File: src/include/spi_dio_cfg.svh
`ifndef SPI_DIO_CFG_SVH
`define SPI_DIO_CFG_SVH

// ----------------------------------------
// Address map of the SPI master
// ----------------------------------------

// Word address of the data register
`define SPI_DIO_BASE_ADDR 32'h0300_0100

// Register offsets from the base address
`define SPI_DIO_REG_DATA 32'd0 // Data, write to send and read last word
`define SPI_DIO_REG_CFG  32'd4 // Configuration and status

// ----------------------------------------
// Three-wire turnaround
// ----------------------------------------

// Trailing bits that a three-wire read hands over to the slave
`define SPI_DIO_DATA_BITS 8

// Position of the read/write flag, first bit on the wire
`define SPI_DIO_RW_BIT 0

`endif
File: src/hdl/spi_bus_pkg.sv
`default_nettype none

// ----------------------------------------
// Native memory bus of the soft CPU
// ----------------------------------------
// valid is held by the CPU until ready
// comes back for one cycle, wstrb of zero
// marks a read

package spi_bus_pkg;

    // Byte address, only word aligned accesses are decoded
    typedef logic [31:0] bus_addr_t;

    // Write data towards the slave and read data back
    typedef logic [31:0] bus_data_t;

    // One strobe per byte lane, bit 0 is bits 7:0
    typedef logic [3:0]  bus_strb_t;

endpackage

`default_nettype wire

File: src/hdl/spi_reg_pkg.sv
`default_nettype none

package spi_reg_pkg;

    typedef logic [31:0] spi_word_t;  // One transfer word, right aligned
    typedef logic [5:0]  spi_nbits_t; // Bits per transfer

    // Field view of the configuration register, MSB first
    typedef struct packed {
        logic       miso;        // 31, pin state, read only
        logic       busy;        // 30, engine busy, read only
        logic [2:0] rsvd_29_27;
        logic       ss_level;    // 26, SS level in manual mode
        logic       ss_manual;   // 25, 1 = firmware owns SS
        logic [5:0] rsvd_24_19;
        logic       lsb_first;   // 18
        logic       cpha;        // 17, 1 = sample on trailing edge
        logic       cpol;        // 16, idle level of SCK
        logic [1:0] rsvd_15_14;
        spi_nbits_t nbits;       // 13:8, 0 means 32
        logic [7:0] clk_div;     // 7:0, half period minus one
    } spi_cfg_fields_t;

    // Bus side sees a raw word, the datapath sees fields
    typedef union packed {
        spi_word_t       raw;
        spi_cfg_fields_t f;
    } spi_cfg_t;

    // Length actually shifted, 0 and anything above 32 run a full word
    function automatic spi_nbits_t spi_eff_nbits(input spi_nbits_t nbits);
        spi_nbits_t n;
        n = nbits;
        if (n == 6'd0 || n > 6'd32) begin
            n = 6'd32;
        end
        return n;
    endfunction

endpackage

`default_nettype wire

File: src/hdl/spi_sfr_bank.sv
`timescale 1ns/1ps
`default_nettype none

`include "spi_dio_cfg.svh"

module spi_sfr_bank (
    input  wire                     clk,
    input  wire                     reset,
    // CPU bus
    input  wire                     mem_valid,
    input  wire spi_bus_pkg::bus_addr_t mem_addr,
    input  wire spi_bus_pkg::bus_data_t mem_wdata,
    input  wire spi_bus_pkg::bus_strb_t mem_wstrb,
    output logic                    mem_ready,
    output spi_bus_pkg::bus_data_t  mem_rdata,
    // Engine side
    input  wire spi_reg_pkg::spi_word_t rx_word,
    input  wire                     busy,
    input  wire                     miso_state,
    output logic                    start,
    output spi_reg_pkg::spi_word_t  tx_word,
    output spi_reg_pkg::spi_cfg_t   cfg
);

    logic hit_data; // Access to the data word
    logic hit_cfg;  // Access to the config word
    logic acc;      // First cycle of a matching access
    logic wr;       // Any byte written

    // Merge the strobed byte lanes into the old word
    function automatic spi_bus_pkg::bus_data_t apply_strb(
        input spi_bus_pkg::bus_data_t old_word,
        input spi_bus_pkg::bus_data_t new_word,
        input spi_bus_pkg::bus_strb_t strb
    );
        spi_bus_pkg::bus_data_t merged;
        merged = old_word;
        for (int i = 0; i < 4; i++) begin
            if (strb[i]) begin
                merged[8*i +: 8] = new_word[8*i +: 8];
            end
        end
        return merged;
    endfunction

    // ----------------------------------------
    // Address decode
    // ----------------------------------------
    assign hit_data = mem_valid && (mem_addr == `SPI_DIO_BASE_ADDR + `SPI_DIO_REG_DATA);
    assign hit_cfg  = mem_valid && (mem_addr == `SPI_DIO_BASE_ADDR + `SPI_DIO_REG_CFG);

    // CPU keeps valid up while ready is high, so ignore that cycle
    assign acc = (hit_data || hit_cfg) && !mem_ready;
    assign wr  = |mem_wstrb;

    // ----------------------------------------
    // Registers and acknowledge
    // ----------------------------------------
    always_ff @(posedge clk) begin
        if (reset) begin
            mem_ready <= 1'b0;
            mem_rdata <= '0;
            start     <= 1'b0;
            tx_word   <= '0;
            cfg.raw   <= '0;
        end else begin
            mem_ready <= acc;                                 // One cycle ack
            start     <= acc && hit_data && mem_wstrb[0];     // Low byte kicks off
            if (acc && wr && hit_data) begin
                tx_word <= apply_strb(tx_word, mem_wdata, mem_wstrb);
            end
            if (acc && wr && hit_cfg) begin
                cfg.raw <= apply_strb(cfg.raw, mem_wdata, mem_wstrb);
            end
            // Read mux, status bits replace the top of the config word
            if (acc) begin
                if (hit_cfg) begin
                    mem_rdata <= {miso_state, busy, cfg.raw[29:0]};
                end else begin
                    mem_rdata <= rx_word; // Last complete reception
                end
            end
        end
    end

endmodule

`default_nettype wire

File: config.mk
export PLATFORM = sky130hd
export DESIGN_NAME = spi_sfr_bank
export DESIGN_NICKNAME = d
export VERILOG_FILES = /design/src/hdl/spi_bus_pkg.sv /design/src/hdl/spi_reg_pkg.sv /design/src/hdl/spi_sfr_bank.sv
export VERILOG_INCLUDE_DIRS = /design/src /design/src/include
export SDC_FILE = /design/constraint.sdc
export NUM_CORES = 1
export LEC_CHECK = 0
export BUFFER_PORTS_ARGS = -buffer_cell sky130_fd_sc_hd__buf_2
export CAP_MARGIN = 20
export CORE_ASPECT_RATIO = 1.75
export CORE_MARGIN = 3
export CORE_UTILIZATION = 52
export DETAILED_ROUTE_END_ITERATION = 8
export MAX_ROUTING_LAYER = met4
export PLACE_DENSITY = 0.89
export SYNTH_ARGS = -nofsm -noshare
export SYNTH_HDL_FRONTEND = slang
export SYNTH_SLANG_ARGS = --single-unit
File: constraint.sdc
create_clock -name clk -period 5.05 [get_ports clk]
set_clock_uncertainty 0.1 [all_clocks]
set_input_delay 0.2525 -clock clk [delete_from_list [all_inputs] [get_ports clk]]
set_output_delay 0.2525 -clock clk [all_outputs]
set_load 0.005 [all_outputs]
==> reports/qor.yml <==
drive_gt1_frac: 0.430
cts_sinks: 98
status: "finished clean"
totalNegativeSetupSlack_ps: 0
syn-num-nets: 561
critPathCaptureType: "register"
clk_latency_ps: 340
vias: 4259
post-place-ws_ps: 2300
port_buffers: 202
grt_pass1_vias: 4255
crit_chain: "buf_4 -> clkinv_1 -> buf_4 -> nand2_1 -> nor4_4 -> mux2i_1"
cp_top_family: "simple AND/OR/NAND/NOR gates"
grt_pass1_wl_um: 21400
synthXorXnorAreaFrac: 0
root_buffer: "clkbuf_16"
grt_setup_unrepaired: "no"
antenna_found_initial: 1
die_y_um: 132
finalHoldViolations: 0
cp.required_ps: 5220
yosys-top-cells-area: "dfxtp_1 (42%), mux2i_1 (14%), nand2b_1 (13%)"
grt_use_total: 0.266
ys_ff_latch: 98
place.gp.congestion: 0.925
path_common_cell: "buf_4"
first_iter_violations: 186
syn_inst: 456
holdBufCountCts: 0
fill_cells: 649
fin_nets: 740
ctsHtreeMaxLevel: 3
synth_mux_area_frac: 0.213
syn_area_per_cell_sq_um: 10.3
vias_per_cell: 5.61
pin_count: 203
ctsResizeCount: 0
r2r-start: "mem_ready$_SDFF_PP0_"
worstSetupPathType: "reg -> reg"
cts_tree: "yes"
cp_slowest_cell: "nor4_4"
core-area_sq_um: 8730
overflow: 0
cts_buffers: 9
reg2regPathDepth: 6
hold_depth: 3
cts_setup_buffers: 0
crit_path_start_kind: "register"
drv_cap: 0
place_hpwl_um: 9790
finish.utilization: 0.707
synth_compound_area_frac: 0.0425
cp_max_fo: 35
clock_path_buffers: 2
wl_per_cell_um: 17.7
p_leak_nw: 2.57
seq_area_frac_synth: 0.417
dieArea_sq_um: 10300
fin_crit_ps: 2300
reg2reg_slack_ps: 2750
yosys.area_share.adder: 0
finalCritPeriodShare: 0.456
fp.dieW_um: 77.9
area_growth_syn_to_layout_pct: 31.2
ys_types: 21
yosysWarnings: 0
path_buf_inv: 3
cp.depth: 6
max_slew_margin: 0.380
ant_nets: 0
slew_violations: 0
grt_max_degree: 69
setup_violations: 0
fin_hold_ws_ps: 104
initial_core_util: 0.539
crit_arrival_ps: 2470
worst_slew_pin_slew_ps: 930
hp-start: "mem_wdata[25]"
r2r-end: "tx_word[20]$_SDFFE_PP0P_"
setup_slack_ps: 2750
vdd_drop_max_v: 0.000270
drt_wl_total_um: 13400
hold_end: "tx_word[25]$_SDFFE_PP0P_"
synth_top_cell_by_area: "dfxtp_1"
powerDensity_nw_per_um2: 280
fmax_ghz: 0.434
syn_area_sq_um: 4710
drt-pass1-iter-count: 4
yosys.area_share.simple: 0.289
row_count: 45
hp-class: "in -> reg"
drcViolationCount: 0
synth_top_family_by_area: "simple AND/OR/NAND/NOR gates"
slowest_delay_ps: 620
clkSlewWorstSetupHoldPaths_ps: 70
synth_top_area_frac: 0.417
[synth_stat cells (all sizes together)]
| cell type | number |
|---|---|
| mux2 | 32 |
| and4bb | 1 |
| nor4 | 46 |
| clkbuf | 37 |
| nand2b | 96 |
| nor4b | 2 |
| and4 | 2 |
| clkinv | 1 |
| a31oi | 32 |
| dfxtp | 98 |
| inv | 1 |
| nor2b | 1 |
| mux2i | 64 |
| nor3 | 32 |
| nand2 | 4 |
| buf | 5 |
| nand4 | 2 |
[sequential cells by signal (all words and copies together) (netlist names)]
signal	count
cfg	32
start	1
tx_word	32
mem_rdata	32
mem_ready	1
[layout by cell type, fill, tap and decap left out, types with 4 or more instances in the layout]
master and n:
mux2_2 32, dfxtp_1 98, clkbuf_16 9, bufinv_16 4, nand2b_1 96, buf_4 5, buf_2 202, a31oi_1 32
nand2_1 4, mux2i_1 64, nor3_1 32, nor4_4 11, nor4_1 33
[power breakdown]
part | internal, mW | switching [mW] | leakage (nW)
combinational | 0.0615 | 0.0545 | 1.60
sequential | 0.772 | 0.000000000145 | 0.789
clock | 0.539 | 0.301 | 0.178
[routing by layer]
layer,vias up,global-route usage,share of wire
li1,2013,-,-
met1,2006,0.282,0.36
met2,211,0.474,0.54
met3,29,0.0520,0.071
met4,0,0.114,0.028
met5,-,-,0
[area by class of cell]
cell class | instances | area, sq um | area share
Antenna cell | 2 | 5.00 | 0.000811
Clock buffer | 9 | 225 | 0.0365
Clock inverter | 7 | 148 | 0.0239
Inverter | 2 | 7.51 | 0.00122
Multi-Input combinational cell | 314 | 2570 | 0.416
Sequential cell | 98 | 1960 | 0.318
Tap cell | 117 | 146 | 0.0237
Timing Repair Buffer | 210 | 1110 | 0.180
[worst max path at each step]
stage                                    start                       end
after floorplan                    mem_addr[4]  tx_word[10]$_SDFFE_PP0P_
after global placement             mem_addr[4]   tx_word[0]$_SDFFE_PP0P_
after detailed placement           mem_addr[4]   tx_word[7]$_SDFFE_PP0P_
after CTS                          mem_addr[4]   tx_word[5]$_SDFFE_PP0P_
after global routing      mem_ready$_SDFF_PP0_  tx_word[20]$_SDFFE_PP0P_
final                     mem_ready$_SDFF_PP0_  tx_word[20]$_SDFFE_PP0P_
[tightest hold or removal path, stage by stage]
cell and delay (ps):
buf_2 90, nand2b_1 80, mux2i_1 70
[through the flow]
step / cells / total power [mW] / instance area (sq um)
floorplan: 456 / 0.851 / 4710
global placement: 738 / 0.902 / 5730
detailed placement: 738 / 0.906 / 5730
CTS: 754 / 1.74 / 6110
global route: 758 / 1.78 / 6170
finish: 759 / 1.73 / 6170
[logic make-up after synthesis]
logic type,Yosys count
AOI/OAI and AO/OA,32
buffers and inverters,44
DFF,98
muxes,96
and+or+nand+nor,186
Power figures use the tool's default switching activity.
