`src/include/spi_dio_cfg.svh`:
```
`ifndef SPI_DIO_CFG_SVH
`define SPI_DIO_CFG_SVH

// ----------------------------------------
// Address map of the SPI master
// ----------------------------------------

// Word address of the data register
`define SPI_DIO_BASE_ADDR 32'h0300_0100

// Register offsets from the base address
`define SPI_DIO_REG_DATA 32'd0 // Data, write to send and read last word
`define SPI_DIO_REG_CFG  32'd4 // Configuration and status

// ----------------------------------------
// Three-wire turnaround
// ----------------------------------------

// Trailing bits that a three-wire read hands over to the slave
`define SPI_DIO_DATA_BITS 8

// Position of the read/write flag, first bit on the wire
`define SPI_DIO_RW_BIT 0

`endif
```
`src/hdl/spi_reg_pkg.sv`:
```
`default_nettype none

package spi_reg_pkg;

    typedef logic [31:0] spi_word_t;  // One transfer word, right aligned
    typedef logic [5:0]  spi_nbits_t; // Bits per transfer

    // Field view of the configuration register, MSB first
    typedef struct packed {
        logic       miso;        // 31, pin state, read only
        logic       busy;        // 30, engine busy, read only
        logic [2:0] rsvd_29_27;
        logic       ss_level;    // 26, SS level in manual mode
        logic       ss_manual;   // 25, 1 = firmware owns SS
        logic [5:0] rsvd_24_19;
        logic       lsb_first;   // 18
        logic       cpha;        // 17, 1 = sample on trailing edge
        logic       cpol;        // 16, idle level of SCK
        logic [1:0] rsvd_15_14;
        spi_nbits_t nbits;       // 13:8, 0 means 32
        logic [7:0] clk_div;     // 7:0, half period minus one
    } spi_cfg_fields_t;

    // Bus side sees a raw word, the datapath sees fields
    typedef union packed {
        spi_word_t       raw;
        spi_cfg_fields_t f;
    } spi_cfg_t;

    // Length actually shifted, 0 and anything above 32 run a full word
    function automatic spi_nbits_t spi_eff_nbits(input spi_nbits_t nbits);
        spi_nbits_t n;
        n = nbits;
        if (n == 6'd0 || n > 6'd32) begin
            n = 6'd32;
        end
        return n;
    endfunction

endpackage

`default_nettype wire

```
`src/hdl/spi_shift_engine.sv`:
```
`timescale 1ns/1ps
`default_nettype none

module spi_shift_engine (
    input  wire                         clk,
    input  wire                         reset,
    input  wire                         start,   // One cycle, ignored while busy
    input  wire spi_reg_pkg::spi_word_t tx_word,
    input  wire spi_reg_pkg::spi_cfg_t  cfg,
    input  wire                         miso,
    output spi_reg_pkg::spi_word_t      rx_word, // Right aligned
    output logic                        busy,
    output logic                        ss_auto,
    output logic                        sck,
    output logic                        mosi
);

    // Settings frozen for the whole transfer
    logic [7:0]              div_q;
    spi_reg_pkg::spi_nbits_t n_q;
    logic                    cpol_q;
    logic                    cpha_q;
    logic                    lsb_q;

    logic [7:0]              div_cnt;   // Cycles left in this half period
    logic [6:0]              edge_cnt;  // SCK edges done so far
    logic                    sck_phase; // 1 while SCK is off its idle level
    logic                    tail;      // Hold cycle after the last edge

    spi_reg_pkg::spi_word_t  tx_sr;     // Outgoing bits, next one at the end
    spi_reg_pkg::spi_word_t  rx_sr;     // Incoming bits

    spi_reg_pkg::spi_nbits_t n_load;    // Length taken at start
    spi_reg_pkg::spi_nbits_t rx_shift;  // Realign amount for LSB first
    logic [6:0]              edge_next;
    logic                    sample_now;
    logic                    launch_now;
    spi_reg_pkg::spi_word_t  rx_final;

    assign n_load = spi_reg_pkg::spi_eff_nbits(cfg.f.nbits);

    // ----------------------------------------
    // Edge classification
    // ----------------------------------------
    // Odd edges lead, even edges trail
    assign edge_next  = edge_cnt + 7'd1;
    assign sample_now = edge_next[0] ^ cpha_q;            // Mode 0/2 lead, 1/3 trail
    assign launch_now = !sample_now && (edge_next != 7'd1); // First bit is preloaded

    // LSB first fills from the top, move it down to bit 0
    assign rx_shift = 6'd32 - n_q;
    assign rx_final = lsb_q ? (rx_sr >> rx_shift) : rx_sr;

    // ----------------------------------------
    // Pins
    // ----------------------------------------
    assign ss_auto = !busy;                                // Active low for the transfer
    assign sck     = (busy ? cpol_q : cfg.f.cpol) ^ sck_phase; // Idles at cpol
    assign mosi    = lsb_q ? tx_sr[0] : tx_sr[31];

    // ----------------------------------------
    // Sequencer and shift registers
    // ----------------------------------------
    always_ff @(posedge clk) begin
        if (reset) begin
            busy      <= 1'b0;
            tail      <= 1'b0;
            sck_phase <= 1'b0;
            div_cnt   <= '0;
            edge_cnt  <= '0;
            div_q     <= '0;
            n_q       <= '0;
            cpol_q    <= 1'b0;
            cpha_q    <= 1'b0;
            lsb_q     <= 1'b0;
            tx_sr     <= '0;
            rx_sr     <= '0;
            rx_word   <= '0;
        end else if (!busy) begin
            if (start) begin
                busy     <= 1'b1;
                tail     <= 1'b0;
                div_cnt  <= cfg.f.clk_div;
                edge_cnt <= '0;
                div_q    <= cfg.f.clk_div;
                n_q      <= n_load;
                cpol_q   <= cfg.f.cpol;
                cpha_q   <= cfg.f.cpha;
                lsb_q    <= cfg.f.lsb_first;
                rx_sr    <= '0;
                // Line the first bit up on the shift-out end
                if (cfg.f.lsb_first) begin
                    tx_sr <= tx_word;
                end else begin
                    tx_sr <= tx_word << (6'd32 - n_load);
                end
            end
        end else if (tail) begin
            busy    <= 1'b0;     // SS goes back up here
            tail    <= 1'b0;
            rx_word <= rx_final;
        end else if (div_cnt == 8'd0) begin
            div_cnt   <= div_q;  // Next half period
            sck_phase <= !sck_phase;
            edge_cnt  <= edge_next;
            if (sample_now) begin
                if (lsb_q) begin
                    rx_sr <= {miso, rx_sr[31:1]};
                end else begin
                    rx_sr <= {rx_sr[30:0], miso};
                end
            end
            if (launch_now) begin
                if (lsb_q) begin
                    tx_sr <= {1'b0, tx_sr[31:1]};
                end else begin
                    tx_sr <= {tx_sr[30:0], 1'b0};
                end
            end
            // SCK is back at idle after 2n edges
            if (edge_next == {n_q, 1'b0}) begin
                tail <= 1'b1;
            end
        end else begin
            div_cnt <= div_cnt - 8'd1;
        end
    end

endmodule

`default_nettype wire

```
`config.mk`:
```
export PLATFORM = sky130hd
export DESIGN_NAME = spi_shift_engine
export DESIGN_NICKNAME = d
export VERILOG_FILES = /design/src/include/spi_dio_cfg.svh /design/src/hdl/spi_reg_pkg.sv /design/src/hdl/spi_shift_engine.sv
export SDC_FILE = /design/constraint.sdc
export NUM_CORES = 1
export LEC_CHECK = 0
export BUFFER_PORTS_ARGS = -buffer_cell sky130_fd_sc_hd__buf_2
export CAP_MARGIN = 20
export CORE_MARGIN = 5
export CORE_UTILIZATION = 60
export CTS_CLUSTER_DIAMETER = 200
export DETAILED_ROUTE_END_ITERATION = 8
export PLACE_DENSITY = 0.8
export SKIP_LAST_GASP = 1
export SLEW_MARGIN = 10
export SYNTH_ARGS = -nofsm -noshare
export SYNTH_HDL_FRONTEND = slang
export SYNTH_SLANG_ARGS = --single-unit
```
`constraint.sdc`:
```
create_clock -name clk -period 5.62 [get_ports clk]
set_input_delay 0.281 -clock clk [delete_from_list [all_inputs] [get_ports clk]]
set_output_delay 0.281 -clock clk [all_outputs]
set_load 0.03 [all_outputs]
```
==> impl_metrics.xml <==
<?xml version="1.0" encoding="UTF-8"?>
<metrics>
  <group name="power_and_ir_drop">
    <metric name="clock_power_share" unit="">0.364</metric>
    <metric name="vdd_drop_max" unit="mV">0.2457</metric>
    <metric name="net-switching-power" unit="mW">0.9714</metric>
    <metric name="power.density" unit="nW/um^2">242.7</metric>
    <metric name="cell_internal_pwr" unit="mW">1.850</metric>
    <metric name="p_leak" unit="nW">4.319</metric>
    <metric name="combPwrFrac" unit="">0.279</metric>
    <metric name="sequential_cell_fraction_of_total_power" unit="">0.357</metric>
    <metric name="switching_share" unit="">0.3443</metric>
  </group>
  <group name="floorplan">
    <metric name="core_area" unit="sq um">17300</metric>
    <metric name="fp.dieH" unit="um">143.0</metric>
    <metric name="num_rows" unit="">48</metric>
    <metric name="die_width" unit="um">143.0</metric>
    <metric name="die_area" unit="sq um">20440</metric>
    <metric name="io-pin-count" unit="">104</metric>
    <metric name="starting_density" unit="">0.6134</metric>
  </group>
  <group name="route">
    <metric name="drt-wirelength-per-cell" unit="um">21.11</metric>
    <metric name="num_vias" unit="">11015</metric>
    <metric name="drt_pass1_iterations" unit="">7</metric>
    <metric name="detail_route.vias_per_cell" unit="">6.820</metric>
    <metric name="wl" unit="um">34100</metric>
    <metric name="first_drt_iteration_drcs" unit="">1514</metric>
    <metric name="antenna_violating_nets_post_route" unit="">0</metric>
    <metric name="remaining_drc_errors" unit="">0</metric>
  </group>
  <group name="grt">
    <metric name="grt_max_degree" unit="">91</metric>
    <metric name="grt_pass1_wl" unit="um">54180</metric>
    <metric name="globalRouteTotalUtil" unit="">0.3311</metric>
    <metric name="number_of_global_route_vias_before_repair" unit="">9985</metric>
    <metric name="grt_overflow_total" unit="">0</metric>
    <metric name="grt_antenna_before_repair" unit="">0</metric>
  </group>
  <group name="setup_path">
    <metric name="worstRegToRegCells" unit="">7</metric>
    <metric name="cp.arrival" unit="ns">4.05</metric>
    <metric name="path_max_fanout" unit="">28</metric>
    <metric name="regToRegEndpoint" unit="">tx_sr[14]</metric>
    <metric name="worst-r2r-setup-slack" unit="ns">1.86</metric>
    <metric name="endpoint_kind" unit="">register</metric>
    <metric name="critical_path_required" unit="ns">5.91</metric>
    <metric name="setup.worst_path.start_class" unit="">register</metric>
    <metric name="reg2reg_from" unit="">busy</metric>
    <metric name="worst_setup_path_startpoint" unit="">busy</metric>
    <metric name="crit_end" unit="">tx_sr[14]</metric>
    <metric name="crit_type" unit="">register to register</metric>
  </group>
  <group name="timing">
    <metric name="fmaxAchievable" unit="MHz">265.9</metric>
    <metric name="maxSlewViolCount" unit="">0</metric>
    <metric name="skew" unit="ns">0.01127</metric>
    <metric name="pin_slew_with_the_least_headroom_to_its_limit" unit="ns">1.055</metric>
    <metric name="fraction_of_the_cycle_the_final_worst_path_needs" unit="">0.6692</metric>
    <metric name="fin_crit" unit="ns">3.761</metric>
    <metric name="max_slew_margin" unit="">0.2967</metric>
    <metric name="fin_setup_tns" unit="ns">0</metric>
    <metric name="finalHoldViolations" unit="">0</metric>
    <metric name="grt_setup_unrepaired" unit="">no</metric>
    <metric name="setup_viol" unit="">0</metric>
  </group>
  <group name="layout">
    <metric name="antenna_cells" unit="">0</metric>
    <metric name="fraction_of_layout_instances_using_a_drive_strength_above_1" unit="">0.1914</metric>
    <metric name="final.fill_count" unit="">1494</metric>
    <metric name="multi_input_comb_area" unit="sq um">7450</metric>
    <metric name="final_nets" unit="">1451</metric>
    <metric name="flow.area_growth_from_synthesis" unit="%">9.589</metric>
    <metric name="layout.cells.most_common" unit="">nand2_1</metric>
    <metric name="mostFrequentLayoutCells" unit="">nand2_1, a21oi_1, dfxtp_1</metric>
    <metric name="layout.area.seq" unit="sq um">2626</metric>
    <metric name="layout.cells.non_filler" unit="">1615</metric>
  </group>
  <group name="synthesis">
    <metric name="synth_edf_count" unit="">0</metric>
    <metric name="seq_area_frac_synth" unit="">0.2472</metric>
    <metric name="synthesis.area_per_instance" unit="sq um">7.789</metric>
    <metric name="synthesis.nets" unit="">1436</metric>
    <metric name="synthesis.yosys.warnings" unit="">0</metric>
    <metric name="syn-cell-area" unit="sq um">10610</metric>
    <metric name="syn_inst" unit="">1362</metric>
    <metric name="async_reset_ff_frac" unit="">0</metric>
    <metric name="ys_seq_elements" unit="">131</metric>
    <metric name="ys_types" unit="">77</metric>
    <metric name="ys.flop_type" unit="">dfxtp_1</metric>
  </group>
  <group name="clocking">
    <metric name="clock_sinks" unit="">131</metric>
    <metric name="post_cts.repair.setup_buffers" unit="">0</metric>
    <metric name="cts_hold_buffers" unit="">0</metric>
    <metric name="cts_tree" unit="">done</metric>
    <metric name="cts_repair_resize_count" unit="">0</metric>
    <metric name="clock_tree.htree_level_count" unit="">4</metric>
    <metric name="clk_root_buffer_cell" unit="">clkbuf_16</metric>
    <metric name="clkTransAtPathRegs" unit="ns">0.06</metric>
    <metric name="clkLatencyLatePin" unit="ns">0.44</metric>
    <metric name="cts_max_path_buffers" unit="">2</metric>
    <metric name="cts_buffers" unit="">17</metric>
  </group>
  <group name="placed_design">
    <metric name="hpwl_after_detailed_placement" unit="um">23230</metric>
    <metric name="gp_congestion" unit="">0.9890</metric>
    <metric name="dpl.cell_count" unit="">1582</metric>
    <metric name="numPortBuffers" unit="">88</metric>
  </group>
  <group name="min_path">
    <metric name="worstHoldPathType" unit="">input pin to register</metric>
  </group>
  <group name="job">
    <metric name="max_cap_violations" unit="">0</metric>
  </group>
  <group name="status">
    <metric name="status" unit="">finished, final reports clean</metric>
  </group>
</metrics>
stage by stage:
step	area (sq um)	util	power (mW)	hold slack, ns	setup WS [ns]
after floorplan	10610	-	1.587	0.4170	2.324
after global placement	11080	0.6403	1.780	0.4430	1.959
after detailed placement	11080	0.6403	1.789	0.4463	1.958
after CTS	11610	0.6715	2.804	0.08029	1.946
after global routing	11630	0.6722	2.921	0.1004	1.725
final	11630	0.6722	2.822	0.08362	1.859
worst max-delay path, cell delays in order (launching register included):
cell and delay (ns):
dfxtp_2 0.71, nand2b_1 0.47, nor4_4 0.63, a21o_4 0.25, o41a_1 0.86, o311ai_0 0.43, o21ai_0 0.18, nor2_1 0.06
synthesized netlist by cell type (16+ instances only):
cell type | instances | share of area
a21oi_1 | 130 | 0.061
nand2_1 | 269 | 0.095
dfxtp_1 | 131 | 0.25
o211ai_1 | 26 | 0.018
mux2_2 | 41 | 0.044
nand3_1 | 66 | 0.031
a311oi_1 | 17 | 0.014
buf_2 | 30 | 0.014
and3_1 | 29 | 0.017
clkbuf_1 | 75 | 0.027
a211oi_1 | 29 | 0.021
o22ai_1 | 16 | 0.0094
o21ai_0 | 48 | 0.023
mux4_2 | 52 | 0.11
mux2i_1 | 76 | 0.072
nor2_1 | 107 | 0.038
nor3_1 | 22 | 0.010
worst min path at each step:
stage / start / to / slack, ns / depth (start not counted)
finish: cfg[17] / cpha_q / 0.08 / 3
floorplan: cfg[16] / cpol_q / 0.42 / 2
CTS: cfg[17] / cpha_q / 0.08 / 3
detailed placement: cpol_q / cpol_q / 0.45 / 2
global route: cfg[7] / div_q[7] / 0.10 / 3
global placement: cpol_q / cpol_q / 0.44 / 2
cell families (layout without fill, tap and decap cells):
group	count (synthesis)	in the layout	share of synthesized area
compound gates	340	340	0.2086
xor+xnor	24	24	0.02158
fa+ha+maj	6	6	0.007076
buf+inv	137	165	0.05413
flops	131	131	0.2472
mux	169	169	0.2256
simple gates	555	555	0.2358
registers in the layout (all words and copies together), names as in the netlist, 6 cells and up:
| signal | count |
|---|---|
| div_cnt | 8 |
| rx_sr | 32 |
| n_q | 6 |
| div_q | 8 |
| rx_word | 32 |
| tx_sr | 32 |
| edge_cnt | 7 |
layout make-up:
| class | instances | share of cell area |
|---|---|---|
| Tap cell | 225 | 0.02421 |
| Clock buffer | 21 | 0.03960 |
| Sequential cell | 131 | 0.2259 |
| Multi-Input combinational cell | 1094 | 0.6408 |
| Timing Repair Buffer | 115 | 0.05693 |
| Clock inverter | 11 | 0.006780 |
| Inverter | 18 | 0.005811 |
per-layer routing:
layer | vias to the layer above | global-route usage | routed length, um | share of wire
li1 | 5039 | - | - | -
met1 | 5197 | 0.4544 | 13640 | 0.40
met2 | 670 | 0.5134 | 15470 | 0.45
met3 | 109 | 0.07401 | 3799 | 0.11
met4 | 0 | 0.1221 | 1194 | 0.035
met5 | - | 0 | 0 | 0
power groups by stage:
stage / clock [mW] / sequential [mW] / combinational, mW
6_report: 1.03 / 1.01 / 0.788
5_1_grt: 1.06 / 1.01 / 0.847
4_1_cts: 1.03 / 1.01 / 0.768
3_5_place_dp: 0 / 1.03 / 0.763
3_3_place_gp: 0 / 1.02 / 0.756
2_1_floorplan: 0 / 1.01 / 0.577
No activity file was read; power rests on OpenSTA's default activity.
